`config.mk`:
```
export PLATFORM = sky130hd
export DESIGN_NAME = fw_loader
export DESIGN_NICKNAME = d
export VERILOG_FILES = /design/src/verilog/icobrd_pkg.sv /design/src/verilog/fw_loader.sv
export SDC_FILE = /design/constraint.sdc
export NUM_CORES = 1
export LEC_CHECK = 0
export ABC_AREA = 1
export BUFFER_PORTS_ARGS = -buffer_cell sky130_fd_sc_hd__buf_2
export CELL_PAD_IN_SITES_DETAIL_PLACEMENT = 1
export CELL_PAD_IN_SITES_GLOBAL_PLACEMENT = 1
export CORE_MARGIN = 10
export CORE_UTILIZATION = 35
export CTS_CLUSTER_SIZE = 40
export DETAILED_ROUTE_END_ITERATION = 8
export PLACE_DENSITY_LB_ADDON = 0.12
export REMOVE_ABC_BUFFERS = 1
export SKIP_CTS_REPAIR_TIMING = 1
export SKIP_LAST_GASP = 1
export SLEW_MARGIN = 20
export SYNTH_ARGS = -nofsm -noshare
export SYNTH_HDL_FRONTEND = slang
export SYNTH_SLANG_ARGS = --single-unit
```
`constraint.sdc`:
```
create_clock -name clk -period 1.41 [get_ports clk]
set_clock_uncertainty 0.05 [all_clocks]
set_input_delay 0.282 -clock clk [delete_from_list [all_inputs] [get_ports clk]]
set_output_delay 0.282 -clock clk [all_outputs]
set_load 0.03 [all_outputs]
```
`src/verilog/icobrd_pkg.sv`:
```
// address map, widths and shared types for the board memory and I/O block; compile first
package icobrd_pkg;

	// --------------------------------------------------
	// widths with a meaning

	typedef logic [31:0] word_t;
	typedef logic [7:0]  byte_t;
	typedef logic [3:0]  strb_t;
	typedef logic [7:0]  gpio_t;
	typedef logic [2:0]  led_t;
	typedef logic [9:0]  mem_index_t;
	typedef logic [7:0]  pmod_reg_t;

	// bus decoder states
	typedef enum logic [1:0] {
		BUS_IDLE,
		BUS_PMOD,
		BUS_RESP
	} bus_state_t;

	// --------------------------------------------------
	// address map

	localparam int BOOT_MEM_WORDS = 1024;

	// top address nibble
	localparam logic [3:0] IO_REGION      = 4'h2;
	localparam logic [3:0] CONSOLE_REGION = 4'h3;

	// io page is address bits 15:8, pmod ports follow the led page
	localparam int        NUM_PMODS = 4;
	localparam logic [7:0] LED_PAGE = 8'h00;

	localparam pmod_reg_t PMOD_REG_DIR = 8'h00;
	localparam pmod_reg_t PMOD_REG_OUT = 8'h04;
	localparam pmod_reg_t PMOD_REG_IN  = 8'h08;

	localparam word_t CONSOLE_EMPTY = '1;

endpackage

```
`src/verilog/fw_loader.sv`:
```
// firmware loader: packs the loader byte stream into boot RAM words and holds the CPU in reset
`timescale 1ns/1ps

module fw_loader (
	input  logic                   clk,
	input  logic                   resetn,
	input  logic                   ld_sync,
	input  logic                   ld_valid,
	input  icobrd_pkg::byte_t      ld_data,
	output logic                   ld_we,
	output icobrd_pkg::mem_index_t ld_index,
	output icobrd_pkg::word_t      ld_word,
	output logic                   cpu_resetn
);

	logic [1:0]        byte_cnt;
	logic              hold;
	icobrd_pkg::word_t shift_word;

	always_ff @(posedge clk) begin
		if (!resetn) begin
			byte_cnt <= '0;
			ld_index <= '0;
			hold <= 1'b0;
			ld_we <= 1'b0;
		end else begin
			ld_we <= 1'b0;
			if (ld_sync) begin
				byte_cnt <= '0;
				ld_index <= '0;
				hold <= 1'b0;
			end else begin
				// index moves on once the word is in
				if (ld_we)
					ld_index <= ld_index + 1'b1;
				if (ld_valid) begin
					byte_cnt <= byte_cnt + 1'b1;
					hold <= 1'b1;
					if (byte_cnt == 2'd3)
						ld_we <= 1'b1;
				end
			end
		end
	end

	// new byte enters at the top, first byte ends up lowest
	always_ff @(posedge clk) begin
		if (ld_valid)
			shift_word <= {ld_data, shift_word[31:8]};
	end

	assign ld_word = shift_word;
	assign cpu_resetn = resetn && !hold;

endmodule

```
==> flow_summary.json <==
{
  "clock_latency_ns": 0.30,
  "crit_required_ns": 1.08,
  "clock-sinks": 46,
  "drt_iter0_drc": 45,
  "num_vias": 1079,
  "cts_buffers": 5,
  "overflow": 0,
  "dp.cells": 222,
  "final_antenna_net_count": 0,
  "post_dp_cell_area_um2": 1920,
  "grt_pass1_vias": 1189,
  "design_area_um2": 2060,
  "htreeDepth": 2,
  "hold_class": "input pin to flip-flop",
  "synthTopCellsByArea": "edfxtp_1 62%, dfxtp_1 18%, nor2_1 4.3%",
  "grt_start_max_net_pins": 27,
  "final_max_slew_viol_count": 0,
  "outcome": "complete, no violations",
  "dp_hpwl_um": 2830,
  "seq_area_um2": 1240,
  "critPathTopFamily": "flip-flops",
  "syn_inst": 113,
  "place_congestion": 0.753,
  "io_pins": 56,
  "synth_seq_cells": 46,
  "initial_utilization_pct": 36.0,
  "viasPerCell": 4.69,
  "setup_tns_ns": 0,
  "whs_ns": 0.103,
  "die_h_um": 86.7,
  "die_x_um": 86.7,
  "syn_area_um2": 1560,
  "startpoint_type": "flip-flop",
  "path_class": "flip-flop to output port",
  "cp-end-kind": "output port",
  "rsz0062_at_grt": "false",
  "finalNonFillerCells": 230,
  "synth_cell_type_count": 13,
  "area_delta_synth_final_pct": 32.2,
  "core_um2": 4320,
  "drv_cap": 0,
  "cp_num_buf_inv": 1,
  "clockBufferDepth": 2,
  "diodes": 0,
  "cp_cell_sequence": "buf_2",
  "critical-path-max-stage-delay_ns": 0.45,
  "avgSynthCellArea_um2": 13.8,
  "dr.pass1.iters": 4,
  "num_rows": 24,
  "synth_seq_area_share_pct": 79.7,
  "slew_headroom_pct": 77.0,
  "drive_gt1_share_pct": 38.2,
  "root_buffer": "clkbuf_8",
  "mostFrequentLayoutCells": "55 x buf_2, 32 x edfxtp_1, 18 x nor2_1, 15 x nand2_1, 13 x dfxtp_1",
  "grtUsageTotal_pct": 10.5,
  "yosys.area.top_type_share_pct": 61.7,
  "p_leak_nw": 0.843,
  "mostFrequentLayoutCell": "buf_2",
  "grt_pass1_wl_um": 6070,
  "worst_slew_pin_slew_ns": 0.344,
  "clkTransAtPathRegs_ns": 0.09,
  "dieArea_um2": 7510,
  "grt_antenna_before_repair": 0,
  "fin_crit_sh_pct": 93.3,
  "synth_top_area_cell": "edfxtp_1",
  "place_ws_ns": 0.231,
  "crit_fanout": 6,
  "cp_data_arrival_time_ns": 0.98,
  "tritoncts": "built",
  "fin_crit_ns": 1.32,
  "ir_drop_v": 0.000657,
  "port_buffers": 55,
  "worst_slack_ns": 0.0940,
  "multi_input_area_um2": 285,
  "power_density_nw_per_um2": 1430,
  "fillCellCount": 489,
  "hold_viol_final": 0,
  "slowest_stage": "dfxtp_1",
  "routed_wl_um": 3810,
  "max_freq_ghz": 0.760,
  "wl_per_cell_um": 16.6,
  "synth_warnings": 0,
  "fin_nets": 191,
  "drc_errors": 0,
  "setup-violations-final": 0
}
==> power breakdown <==
group	internal, W	switching [W]	total (W)
clock network	0.000701	0.000431	0.00113
registers	0.00152	0.0000286	0.00155
logic	0.0000668	0.000192	0.000259
total	0.00229	0.000652	0.00294
==> flip-flops by register name, summed over array words and instances (netlist names) <==
signal and count:
ld_word 32, ld_index 10, byte_cnt 2, hold 1
ld_we 1
==> cells in the mapped netlist (all sizes together) <==
| master | count |
|---|---|
| nor2 | 20 |
| o21ai | 3 |
| ha | 2 |
| nand2 | 16 |
| a21oi | 9 |
| nand3 | 7 |
| inv | 8 |
| xnor2 | 2 |
| edfxtp | 32 |
| dfxtp | 14 |
==> worst register-to-register path: stages (launching register included) <==
cell,delay [ns]
dfxtp_1,0.45
nand2_1,0.11
nor2_1,0.27
nand3_1,0.12
nand2_1,0.08
nor2_1,0.03
==> routing by layer <==
metal | share of wire (%) | GRT usage [%]
met5 | 0 | 0
met2 | 54 | 19.0
met4 | 1.3 | 4.12
met1 | 36 | 9.50
met3 | 8.3 | 5.91
==> stage by stage <==
stage	total power (W)	util, %
after CTS	0.00298	47.6
after global routing	0.00306	47.6
after floorplan	0.00172	-
final	0.00294	47.6
after global placement	0.00183	44.5
after detailed placement	0.00184	44.5
==> kinds of logic after synthesis <==
group | share of synthesized area, %
flops | 79.7
compound gates | 3.86
xor+xnor | 1.13
buf+inv | 1.93
simple gates | 11.7
fa+ha+maj | 1.61
==> final cells by class <==
cell class                 instances  area share [%]
clock buffer                       5            3.34
timing repair buffer              57            14.7
inverter                           8            1.46
tap                               52            3.16
multi-input combinational         59            13.9
clock inverter                     3            3.10
sequential                        46            60.4
==> worst paths after layout <==
check / from / to / slack, ns / cells after the start
max: ld_index[3] / ld_index[3] / 0.09 / 1
min: ld_data[0] / ld_word[24] / 0.10 / 1
max reg2reg: ld_index[3] / ld_index[7] / 0.20 / 5
min reg2reg: ld_word[31] / ld_word[23] / 0.40 / 0
Power figures use the tool's default switching activity.
