==> config.mk <==
export PLATFORM = sky130hd
export DESIGN_NAME = pmod_gpio_flat
export DESIGN_NICKNAME = d
export VERILOG_FILES = /design/src/verilog/icobrd_pkg.sv /design/src/verilog/icobrd_ifs.sv /design/src/verilog/pmod_gpio.sv /design/src/flat_wrapper.sv
export SDC_FILE = /design/constraint.sdc
export NUM_CORES = 1
export LEC_CHECK = 0
export BUFFER_PORTS_ARGS = -buffer_cell sky130_fd_sc_hd__buf_2
export CAP_MARGIN = 20
export CORE_ASPECT_RATIO = 0.9
export CORE_UTILIZATION = 45
export DETAILED_ROUTE_END_ITERATION = 12
export PLACE_DENSITY = 0.8
export SYNTH_ARGS = -nofsm -noshare
export SYNTH_HDL_FRONTEND = slang
export SYNTH_SLANG_ARGS = --single-unit
==> constraint.sdc <==
create_clock -name clk -period 1.4 [get_ports clk]
set_clock_uncertainty 0.2 [all_clocks]
set_input_delay 0.14 -clock clk [delete_from_list [all_inputs] [get_ports clk]]
set_output_delay 0.14 -clock clk [all_outputs]
set_load 0.05 [all_outputs]
==> src/verilog/icobrd_pkg.sv <==
// address map, widths and shared types for the board memory and I/O block; compile first
package icobrd_pkg;

	// --------------------------------------------------
	// widths with a meaning

	typedef logic [31:0] word_t;
	typedef logic [7:0]  byte_t;
	typedef logic [3:0]  strb_t;
	typedef logic [7:0]  gpio_t;
	typedef logic [2:0]  led_t;
	typedef logic [9:0]  mem_index_t;
	typedef logic [7:0]  pmod_reg_t;

	// bus decoder states
	typedef enum logic [1:0] {
		BUS_IDLE,
		BUS_PMOD,
		BUS_RESP
	} bus_state_t;

	// --------------------------------------------------
	// address map

	localparam int BOOT_MEM_WORDS = 1024;

	// top address nibble
	localparam logic [3:0] IO_REGION      = 4'h2;
	localparam logic [3:0] CONSOLE_REGION = 4'h3;

	// io page is address bits 15:8, pmod ports follow the led page
	localparam int        NUM_PMODS = 4;
	localparam logic [7:0] LED_PAGE = 8'h00;

	localparam pmod_reg_t PMOD_REG_DIR = 8'h00;
	localparam pmod_reg_t PMOD_REG_OUT = 8'h04;
	localparam pmod_reg_t PMOD_REG_IN  = 8'h08;

	localparam word_t CONSOLE_EMPTY = '1;

endpackage

==> src/verilog/icobrd_ifs.sv <==


// --------------------------------------------------
// one pmod port's register access

interface pmod_ctrl_if;
	logic                  wr;
	logic                  rd;
	icobrd_pkg::pmod_reg_t addr;
	icobrd_pkg::gpio_t     wdat;
	icobrd_pkg::gpio_t     rdat;
	logic                  done;

	modport host (output wr, output rd, output addr, output wdat, input rdat, input done);

	modport dev (input wr, input rd, input addr, input wdat, output rdat, output done);
endinterface

==> src/verilog/pmod_gpio.sv <==
// one PMOD GPIO port: direction, output and input registers behind the PMOD control port
`timescale 1ns/1ps

module pmod_gpio (
	input  logic              clk,
	input  logic              resetn,
	pmod_ctrl_if.dev          ctrl,
	input  icobrd_pkg::gpio_t pad_in,
	output icobrd_pkg::gpio_t pad_dir,
	output icobrd_pkg::gpio_t pad_out
);

	// register writes, done one cycle after the request
	always_ff @(posedge clk) begin
		if (!resetn) begin
			pad_dir <= '0;
			pad_out <= '0;
			ctrl.done <= 1'b0;
		end else begin
			ctrl.done <= ctrl.wr || ctrl.rd;
			if (ctrl.wr) begin
				if (ctrl.addr == icobrd_pkg::PMOD_REG_DIR)
					pad_dir <= ctrl.wdat;
				if (ctrl.addr == icobrd_pkg::PMOD_REG_OUT)
					pad_out <= ctrl.wdat;
			end
		end
	end

	// read data, valid together with done
	always_ff @(posedge clk) begin
		if (ctrl.rd) begin
			case (ctrl.addr)
				icobrd_pkg::PMOD_REG_DIR: ctrl.rdat <= pad_dir;
				icobrd_pkg::PMOD_REG_OUT: ctrl.rdat <= pad_out;
				// pins sampled straight from the pads
				icobrd_pkg::PMOD_REG_IN:  ctrl.rdat <= pad_in;
				default:                  ctrl.rdat <= '0;
			endcase
		end
	end

endmodule
==> src/flat_wrapper.sv <==
// flat-port wrapper written by rule: the top's interface ports become plain ports
module pmod_gpio_flat 
  (clk, resetn, pad_in, pad_dir, pad_out, ctrl_wr, ctrl_rd, ctrl_addr, ctrl_wdat, ctrl_rdat, ctrl_done);
  pmod_ctrl_if ctrl_i ();
  input  logic clk;
  input  logic resetn;
  input  icobrd_pkg::gpio_t pad_in;
  output icobrd_pkg::gpio_t pad_dir;
  output icobrd_pkg::gpio_t pad_out;
  input wire logic [$bits(ctrl_i.wr)-1:0] ctrl_wr;
  input wire logic [$bits(ctrl_i.rd)-1:0] ctrl_rd;
  input wire logic [$bits(ctrl_i.addr)-1:0] ctrl_addr;
  input wire logic [$bits(ctrl_i.wdat)-1:0] ctrl_wdat;
  output wire logic [$bits(ctrl_i.rdat)-1:0] ctrl_rdat;
  output wire logic [$bits(ctrl_i.done)-1:0] ctrl_done;
  assign ctrl_i.wr = ctrl_wr;
  assign ctrl_i.rd = ctrl_rd;
  assign ctrl_i.addr = ctrl_addr;
  assign ctrl_i.wdat = ctrl_wdat;
  assign ctrl_rdat = ctrl_i.rdat;
  assign ctrl_done = ctrl_i.done;
  pmod_gpio u_core (.clk(clk), .resetn(resetn), .ctrl(ctrl_i), .pad_in(pad_in), .pad_dir(pad_dir), .pad_out(pad_out));
endmodule
==> metrics.txt, run 1 <==
fin. max-slew vios=0; reg2reg path depth=3; # DRC=0; register area=601 µm²; largest cells by area after synthesis=dfxtp_1 29%, mux2i_1 21%, edfxtp_1 21%; GR Util All Layers=20.2%; Max Cap Viol=0; Seq cells post-synth=25; drt wl/cell=12.2 µm; share of layout cells above drive strength 1=47.5%; peak fanout along the critical path=3; detail-routed via count per cell=4.85; CTS tree=yes; period utilization=92.1%; antenna cells=0; distinct cell type count of the synthesized netlist=14; # resized after CTS=0; Post-CTS Setup Repair Bufs=0; P per Cell Area=772 nW/µm²; largest net degree at the start of global routing=26; vias in the first global route=1023; Slew Limit Headroom=72.8%; Clock Sinks=25; Worst Setup Slack, final=0.110 ns; Buf/Inv on CP=1; die footprint=2770 µm²; hpwl dp=1810 µm; Cell Rows=17; total power=1.29 mW; CTS H-Tree Depth=1; Critical Path Start=u_core.pad_out[2]; critical path depth=1; Arrival @ worst endpoint=0.95 ns; type of destination of the critical path=output pin; area grow syn2layout=44.6%; switch share=25.5%; CP Launch Type=register; Leak=0.834 nW; core area=2450 µm²; pre-CTS setup slack=-0.0259 ns; reg2reg start=u_core.pad_dir[0]; placed cell count=190; Non-Filler Instances=211; first-pass GRT wire length=4450 µm; Post-Syn Instances=112; Detailed Route WL=2570 µm; Die H=50.1 µm; Seq/Total Area, Yosys=50.3%; Final setup viols=0; Cell Chain, Critical Path=buf_2; DRT iter0 DRCs=14; Gate power share=16.5%; I/O Buffers=52; antenna violations before repair=0; RSZ-0062 raised after global routing=no; Ports=53; final hold vios=0; final hold slack=0.0120 ns; hold_sp=pad_in[0]; worst hold stages=3; Worst path slowest cell=dfxtp_2; DIE WIDTH=55.4 µm; synthesized area per cell=10.3 µm²; cell accounting for the most synthesized area=dfxtp_1; total number of vias=1023; Max Fclk=775 MHz; critical path required time=1.06 ns; Skew-Pair Late Insertion Delay=0.31 ns; critical path's top delay family=flip-flops; syn nets=140; status=complete, no violations; crit path time final=1.29 ns; gr ovfl total=0; worst-margin pin slew=0.408 ns; placer congestion estimate=0.726; detailed-router iteration count before antenna repair=4; Hold WC Path Type=in -> reg; maximum VDD drop=640 µV; Flop pwr share=59.1%; WS Path Type=reg -> out; Nets=212; Largest stage delay, worst path=0.37 ns; total CTS buffers=3; Int Pwr=961 µW; Syn Std Cell Area=1150 µm²; CTS root buffer=clkbuf_4; synth warn=0; Clock power frac=24.4%; number of fill cells=214; DRT antenna net count=0; Starting Density=47.2%; Setup TNS=0 ns; net switching power=329 µW; area share of the largest cell type after synthesis=29.5%; Multi-input gate area=548 µm²; clk buf depth=2; Worst-path clk slew=0.13 ns
synthesized netlist by cell type:
cell type and number:
edfxtp_1 8, buf_4 1, clkbuf_1 5, o21a_1 1
nor2_2 1, nand4_4 2, or2_2 8, mux2i_1 24
dfxtp_1 17, a21oi_1 8, nor2b_1 2, nand2_1 33
nor4_4 1, nor2_1 1
worst paths after layout:
kind	endpoint	slack, ns
max	pad_out[2]	0.11
min	u_core.ctrl.rdat[0]	0.01
max reg2reg	u_core.ctrl.rdat[0]	0.21
min reg2reg	u_core.pad_dir[4]	0.27
cell usage in the layout (no fill, tap or decap), drive strengths merged:
| cell type | count |
|---|---|
| nor2b | 2 |
| nor2 | 2 |
| mux2i | 24 |
| a21oi | 8 |
| buf | 56 |
| o21a | 1 |
| dlygate4sd3 | 17 |
| nor4 | 1 |
| clkbuf | 4 |
| or2 | 8 |
| nand2 | 33 |
| dfxtp | 17 |
| nand4 | 2 |
| edfxtp | 8 |
sequential cells by signal, summed over array words and instances, names as in the netlist:
name,cells
u_core.ctrl.done,1
u_core.ctrl.rdat,8
u_core.pad_dir,8
u_core.pad_out,8
power by group through the flow:
| stage | clock, mW | sequential (mW) | combinational, mW |
|---|---|---|---|
| finish | 0.315 | 0.763 | 0.212 |
| global route | 0.361 | 0.765 | 0.228 |
| CTS | 0.333 | 0.763 | 0.213 |
| detailed placement | 0 | 0.780 | 0.176 |
| global placement | 0 | 0.779 | 0.172 |
| floorplan | 0 | 0.835 | 0.0508 |
routing by layer:
metal / up-vias / share of wire, % / GRT usage [%]
li1: 523 / - / -
met1: 460 / 45 / 25.7
met2: 38 / 49 / 35.1
met3: 2 / 4.9 / 2.62
met4: 0 / 0.90 / 7.50
met5: - / 0 / 0
cells by family (layout without fill, tap and decap cells):
family / after synthesis / after routing / synth area share (%)
AOI/OAI and AO/OA: 9 / 9 / 4.12
and+or+nand+nor: 48 / 48 / 22.5
buffers and inverters: 6 / 77 / 2.28
muxes: 24 / 24 / 20.8
DFF: 25 / 25 / 50.3
what timing repair did:
item / CTS / global route
endpoints found under the hold margin: 32 / 0
hold buffers: 17 / 0
endpoints found under the setup margin: 0 / 0
cell type report:
type / count / share of cell area (%)
multi-input combinational: 81 / 32.8
timing repair buffer: 73 / 27.6
clock buffer: 4 / 1.57
sequential: 25 / 36.0
tap: 28 / 2.10
per-stage QoR:
stage	util [%]	cell area [µm²]
after floorplan	-	1170
final	68.3	1670
after CTS	68.3	1670
after global routing	68.3	1670
after global placement	60.3	1470
after detailed placement	60.3	1470
Note: power is estimated with default switching activity, not from simulation.
==> inputs of run 2 (changes only) <==
- CTS_BUF_LIST: unset -> sky130_fd_sc_hd__clkbuf_16
==> metrics.txt, run 2 (synthesis gave the netlist of run 1 again) <==
Final setup viols=0; Die H=50.1 µm; # DRC=0; crit path time final=1.29 ns; Leak=0.828 nW; Post-CTS Setup Repair Bufs=0; most frequent cells in the layout=52 x buf_2, 33 x nand2_1, 24 x mux2i_1, 16 x dfxtp_2, 9 x dlygate4sd3_1; total CTS buffers=3; final hold slack=0.0357 ns; detail-routed via count per cell=4.80; Detailed Route WL=2470 µm; Max Fclk=773 MHz; Hold WC Path Type=in -> reg; CTS tree=yes; GR Util All Layers=19.2%; antenna cells=0; fin. max-slew vios=0; vias in the first global route=957; type of destination of the critical path=register; commonest non-fill, non-tap cell in the layout=buf_2; Clock Sinks=25; final hold vios=0; Starting Density=47.2%; total power=1.57 mW; P per Cell Area=959 nW/µm²; drt wl/cell=12.2 µm; Cell Rows=17; Skew-Pair Late Insertion Delay=0.25 ns; CTS root buffer=clkbuf_16; first-pass GRT wire length=4270 µm; placer congestion estimate=0.726; RSZ-0062 raised after global routing=no; DIE WIDTH=55.4 µm; WS Path Type=in -> reg; maximum VDD drop=728 µV; CTS H-Tree Depth=1; core area=2450 µm²; Nets=204; area grow syn2layout=42.3%; Regs by FF count=u_core.ctrl.rdat: 8 flops, u_core.pad_dir: 8 flops, u_core.pad_out: 8 flops; worst-margin pin slew=0.411 ns; detailed-router iteration count before antenna repair=4; Arrival @ worst endpoint=1.27 ns; die footprint=2770 µm²; peak fanout along the critical path=8; total number of vias=974; gr ovfl total=0; hpwl dp=1810 µm; status=complete, no violations; Ports=53; antenna violations before repair=0; period utilization=92.4%; clk buf depth=2; CP Launch Type=input pin; Max Cap Viol=0; critical path required time=1.37 ns; largest net degree at the start of global routing=26; share of layout cells above drive strength 1=49.7%; DRT antenna net count=0; DRT iter0 DRCs=14; Worst-path clk slew=0.06 ns; I/O Buffers=52; Slew Limit Headroom=72.6%
-- run 2: cell types whose count changed in the layout (fill, tap and decap cells not counted) --
| cell | previous run | this run |
|---|---|---|
| dlygate4sd3_1 | 17 | 9 |
| clkbuf_16 | 0 | 3 |
| clkbuf_4 | 3 | 0 |
| clkbuf_1 | 1 | 0 |
| inv_1 | 0 | 1 |
-- run 2: path summary, 6_finish.rpt --
check	slack [ns]	to	startpoint	cells past startpoint
max reg2reg	0.22	u_core.ctrl.rdat[0]	u_core.pad_out[0]	3
min reg2reg	0.26	u_core.pad_out[0]	u_core.pad_out[0]	2
min	0.04	u_core.ctrl.rdat[6]	pad_in[6]	3
max	0.11	u_core.pad_dir[6]	ctrl_wr	4
-- run 2: per-layer routing --
layer | vias up | track usage (%) | share of wire, %
met2 | 36 | 31.7 | 47
met5 | - | 0 | 0
li1 | 505 | - | -
met4 | 0 | 3.75 | 0
met1 | 433 | 25.6 | 47
met3 | 0 | 4.72 | 6.3
-- run 2: power breakdown --
group | leakage (nW) | internal [mW] | switching (mW) | total (mW)
registers | 0.221 | 0.760 | 0.00311 | 0.764
clock network | 0.0423 | 0.381 | 0.236 | 0.617
logic | 0.564 | 0.0748 | 0.120 | 0.194
-- run 2: critical path, cell delays in order --
cell and delay, ns:
dlygate4sd3_1 0.52, buf_2 0.16, nand4_4 0.21, mux2i_1 0.24
-- run 2: area by class of cell --
class	count	area, µm²
Clock buffer	3	75.1
Fill cell	210	803
Clock inverter	1	3.75
Tap cell	28	35.0
Multi-Input combinational cell	81	548
Timing Repair Buffer	65	380
Sequential cell	25	601
-- run 2: what timing repair did --
item | 4_1_cts | 5_1_grt
gates resized for setup | 0 | 0
endpoints found under the hold margin | 16 | 0
hold buffers | 9 | 0
setup endpoints to repair | 0 | 0
-- run 2: metrics by stage --
| stage | TNS [ns] | instance area (µm²) | utilization [%] | std cells | worst slack [ns] |
|---|---|---|---|---|---|
| floorplan | 0 | 1170 | - | 112 | 0.0980 |
| global placement | 0 | 1470 | 60.3 | 190 | 0.00103 |
| detailed placement | -0.215 | 1470 | 60.3 | 190 | -0.0259 |
| CTS | 0 | 1640 | 67.2 | 203 | 0.0904 |
| global route | 0 | 1640 | 67.2 | 203 | 0.0507 |
| finish | 0 | 1640 | 67.2 | 203 | 0.106 |
==> inputs of run 3 (changes only) <==
- BUFFER_PORTS_ARGS: -buffer_cell sky130_fd_sc_hd__buf_2 -> unset
- CELL_PAD_IN_SITES_DETAIL_PLACEMENT: unset -> 0
- CELL_PAD_IN_SITES_GLOBAL_PLACEMENT: unset -> 1
- CORE_UTILIZATION: 45 -> 44
- DONT_BUFFER_PORTS: unset -> 1
- PLACE_DENSITY: 0.8 -> 0.78
==> metrics.txt, run 3 (synthesis gave the netlist of run 1 again) <==
status=finished with violations; failing checks=hold timing; Skew-Pair Late Insertion Delay=0.25 ns; FF-to-FF setup slack=0.23 ns; Post-CTS Setup Repair Bufs=0; placer congestion estimate=0.730; GR Util All Layers=17.4%; worst-margin pin slew=0.476 ns; Arrival @ worst endpoint=0.89 ns; vias in the first global route=814; fin. max-slew vios=0; antenna cells=0; Flop pwr share=54.5%; Worst-path clk slew=0.06 ns; clk buf depth=2; maximum VDD drop=689 µV; switch share=21.2%; CTS root buffer=clkbuf_16; first-pass GRT wire length=3680 µm; RSZ-0062 raised after global routing=no; detailed-router iteration count before antenna repair=4; type of destination of the critical path=output pin; commonest non-fill, non-tap cell in the layout=nand2_1; period utilization=87.6%; Max Cap Viol=0; Int Pwr=1.18 mW; WS Path Type=reg -> out; Final setup viols=0; antenna violations before repair=0; die footprint=2830 µm²; # DRC=0; Clock power frac=40.7%; CTS H-Tree Depth=1; total number of vias=834; most frequent cells in the layout=33 x nand2_1, 24 x mux2i_1, 16 x buf_4, 16 x dfxtp_2, 10 x dlygate4sd3_1; register area=601 µm²; Hold WC Path Type=in -> reg; Ports=53; Starting Density=46.8%; Clock Sinks=25; Slew Limit Headroom=68.2%; DRT iter0 DRCs=8; critical path required time=1.06 ns; final hold slack=-0.187 ns; P per Cell Area=1000 nW/µm²; Multi-input gate area=548 µm²; net switching power=317 µW; Leak=0.681 nW; Setup TNS=0 ns; final hold vios=17; total CTS buffers=3; Regs by FF count=u_core.ctrl.rdat: 8 flops, u_core.pad_dir: 8 flops, u_core.pad_out: 8 flops; hpwl dp=1640 µm; total power=1.50 mW; Detailed Route WL=2270 µm; Max Fclk=816 MHz; DIE WIDTH=56 µm; CP Launch Type=register; I/O Buffers=0; Die H=50.6 µm; share of layout cells above drive strength 1=34.3%; largest net degree at the start of global routing=26; Gate power share=4.7%; CTS tree=yes; Cell Rows=17; area grow syn2layout=29.5%; drt wl/cell=13.7 µm; Nets=166; core area=2470 µm²; peak fanout along the critical path=1; DRT antenna net count=0; number of fill cells=236; detail-routed via count per cell=5.05; crit path time final=1.23 ns; gr ovfl total=0
run 3: cell types whose count changed in the layout (fill, tap and decap cells not counted):
| cell | before | now |
|---|---|---|
| dlygate4sd3_1 | 9 | 10 |
| buf_4 | 4 | 16 |
| dlymetal6s4s_1 | 0 | 1 |
| buf_2 | 52 | 0 |
run 3: what timing repair did:
action | 4_1_cts | 5_1_grt
endpoints found under the setup margin | 0 | 1
resized for setup | 0 | 1
hold endpoints to repair | 33 | 17
hold buffers | 10 | 1
run 3: path summary, 6_finish.rpt:
check | end | cells past startpoint | from
setup reg to reg | u_core.ctrl.rdat[0] | 3 | u_core.pad_dir[0]
hold reg to reg | u_core.pad_out[5] | 3 | u_core.pad_out[5]
hold / removal | u_core.ctrl.done | 1 | resetn
setup / recovery | ctrl_rdat[0] | 0 | u_core.ctrl.rdat[0]
run 3: through the flow:
| stage | util [%] | cells | cell area (µm²) | hold slack [ns] | setup slack [ns] |
|---|---|---|---|---|---|
| after detailed placement | 52.8 | 150 | 1300 | 0.0532 | 0.0115 |
| after global placement | 52.8 | 150 | 1300 | 0.0532 | 0.0594 |
| after CTS | 60.1 | 164 | 1480 | -0.191 | 0.0932 |
| after floorplan | - | 112 | 1170 | 0.0502 | 0.0980 |
| after global routing | 60.6 | 165 | 1500 | -0.194 | 0.144 |
| final | 60.6 | 165 | 1500 | -0.187 | 0.174 |
run 3: layer usage:
metal,vias up,share of wire [%],track usage (%)
met3,4,6.9,4.12
met2,34,48,28.6
met4,0,1.4,8.54
met5,-,0,0
met1,367,43,21.4
li1,429,-,-
run 3: area by class of cell:
class                   instances  area share (%)
well taps                      28            2.34
clock buffers                   3            5.02
clock inverters                 1           0.251
repair buffers                 27            15.6
flip-flops and latches         25            40.2
multi-input cells              81            36.7
run 3: power by group through the flow:
stage	Combinational (mW)	Clock (mW)	Sequential (mW)
2_1_floorplan	0.0508	0	0.835
3_3_place_gp	0.0382	0	0.833
3_5_place_dp	0.0393	0	0.834
4_1_cts	0.0685	0.623	0.817
5_1_grt	0.0772	0.662	0.818
6_report	0.0708	0.611	0.818
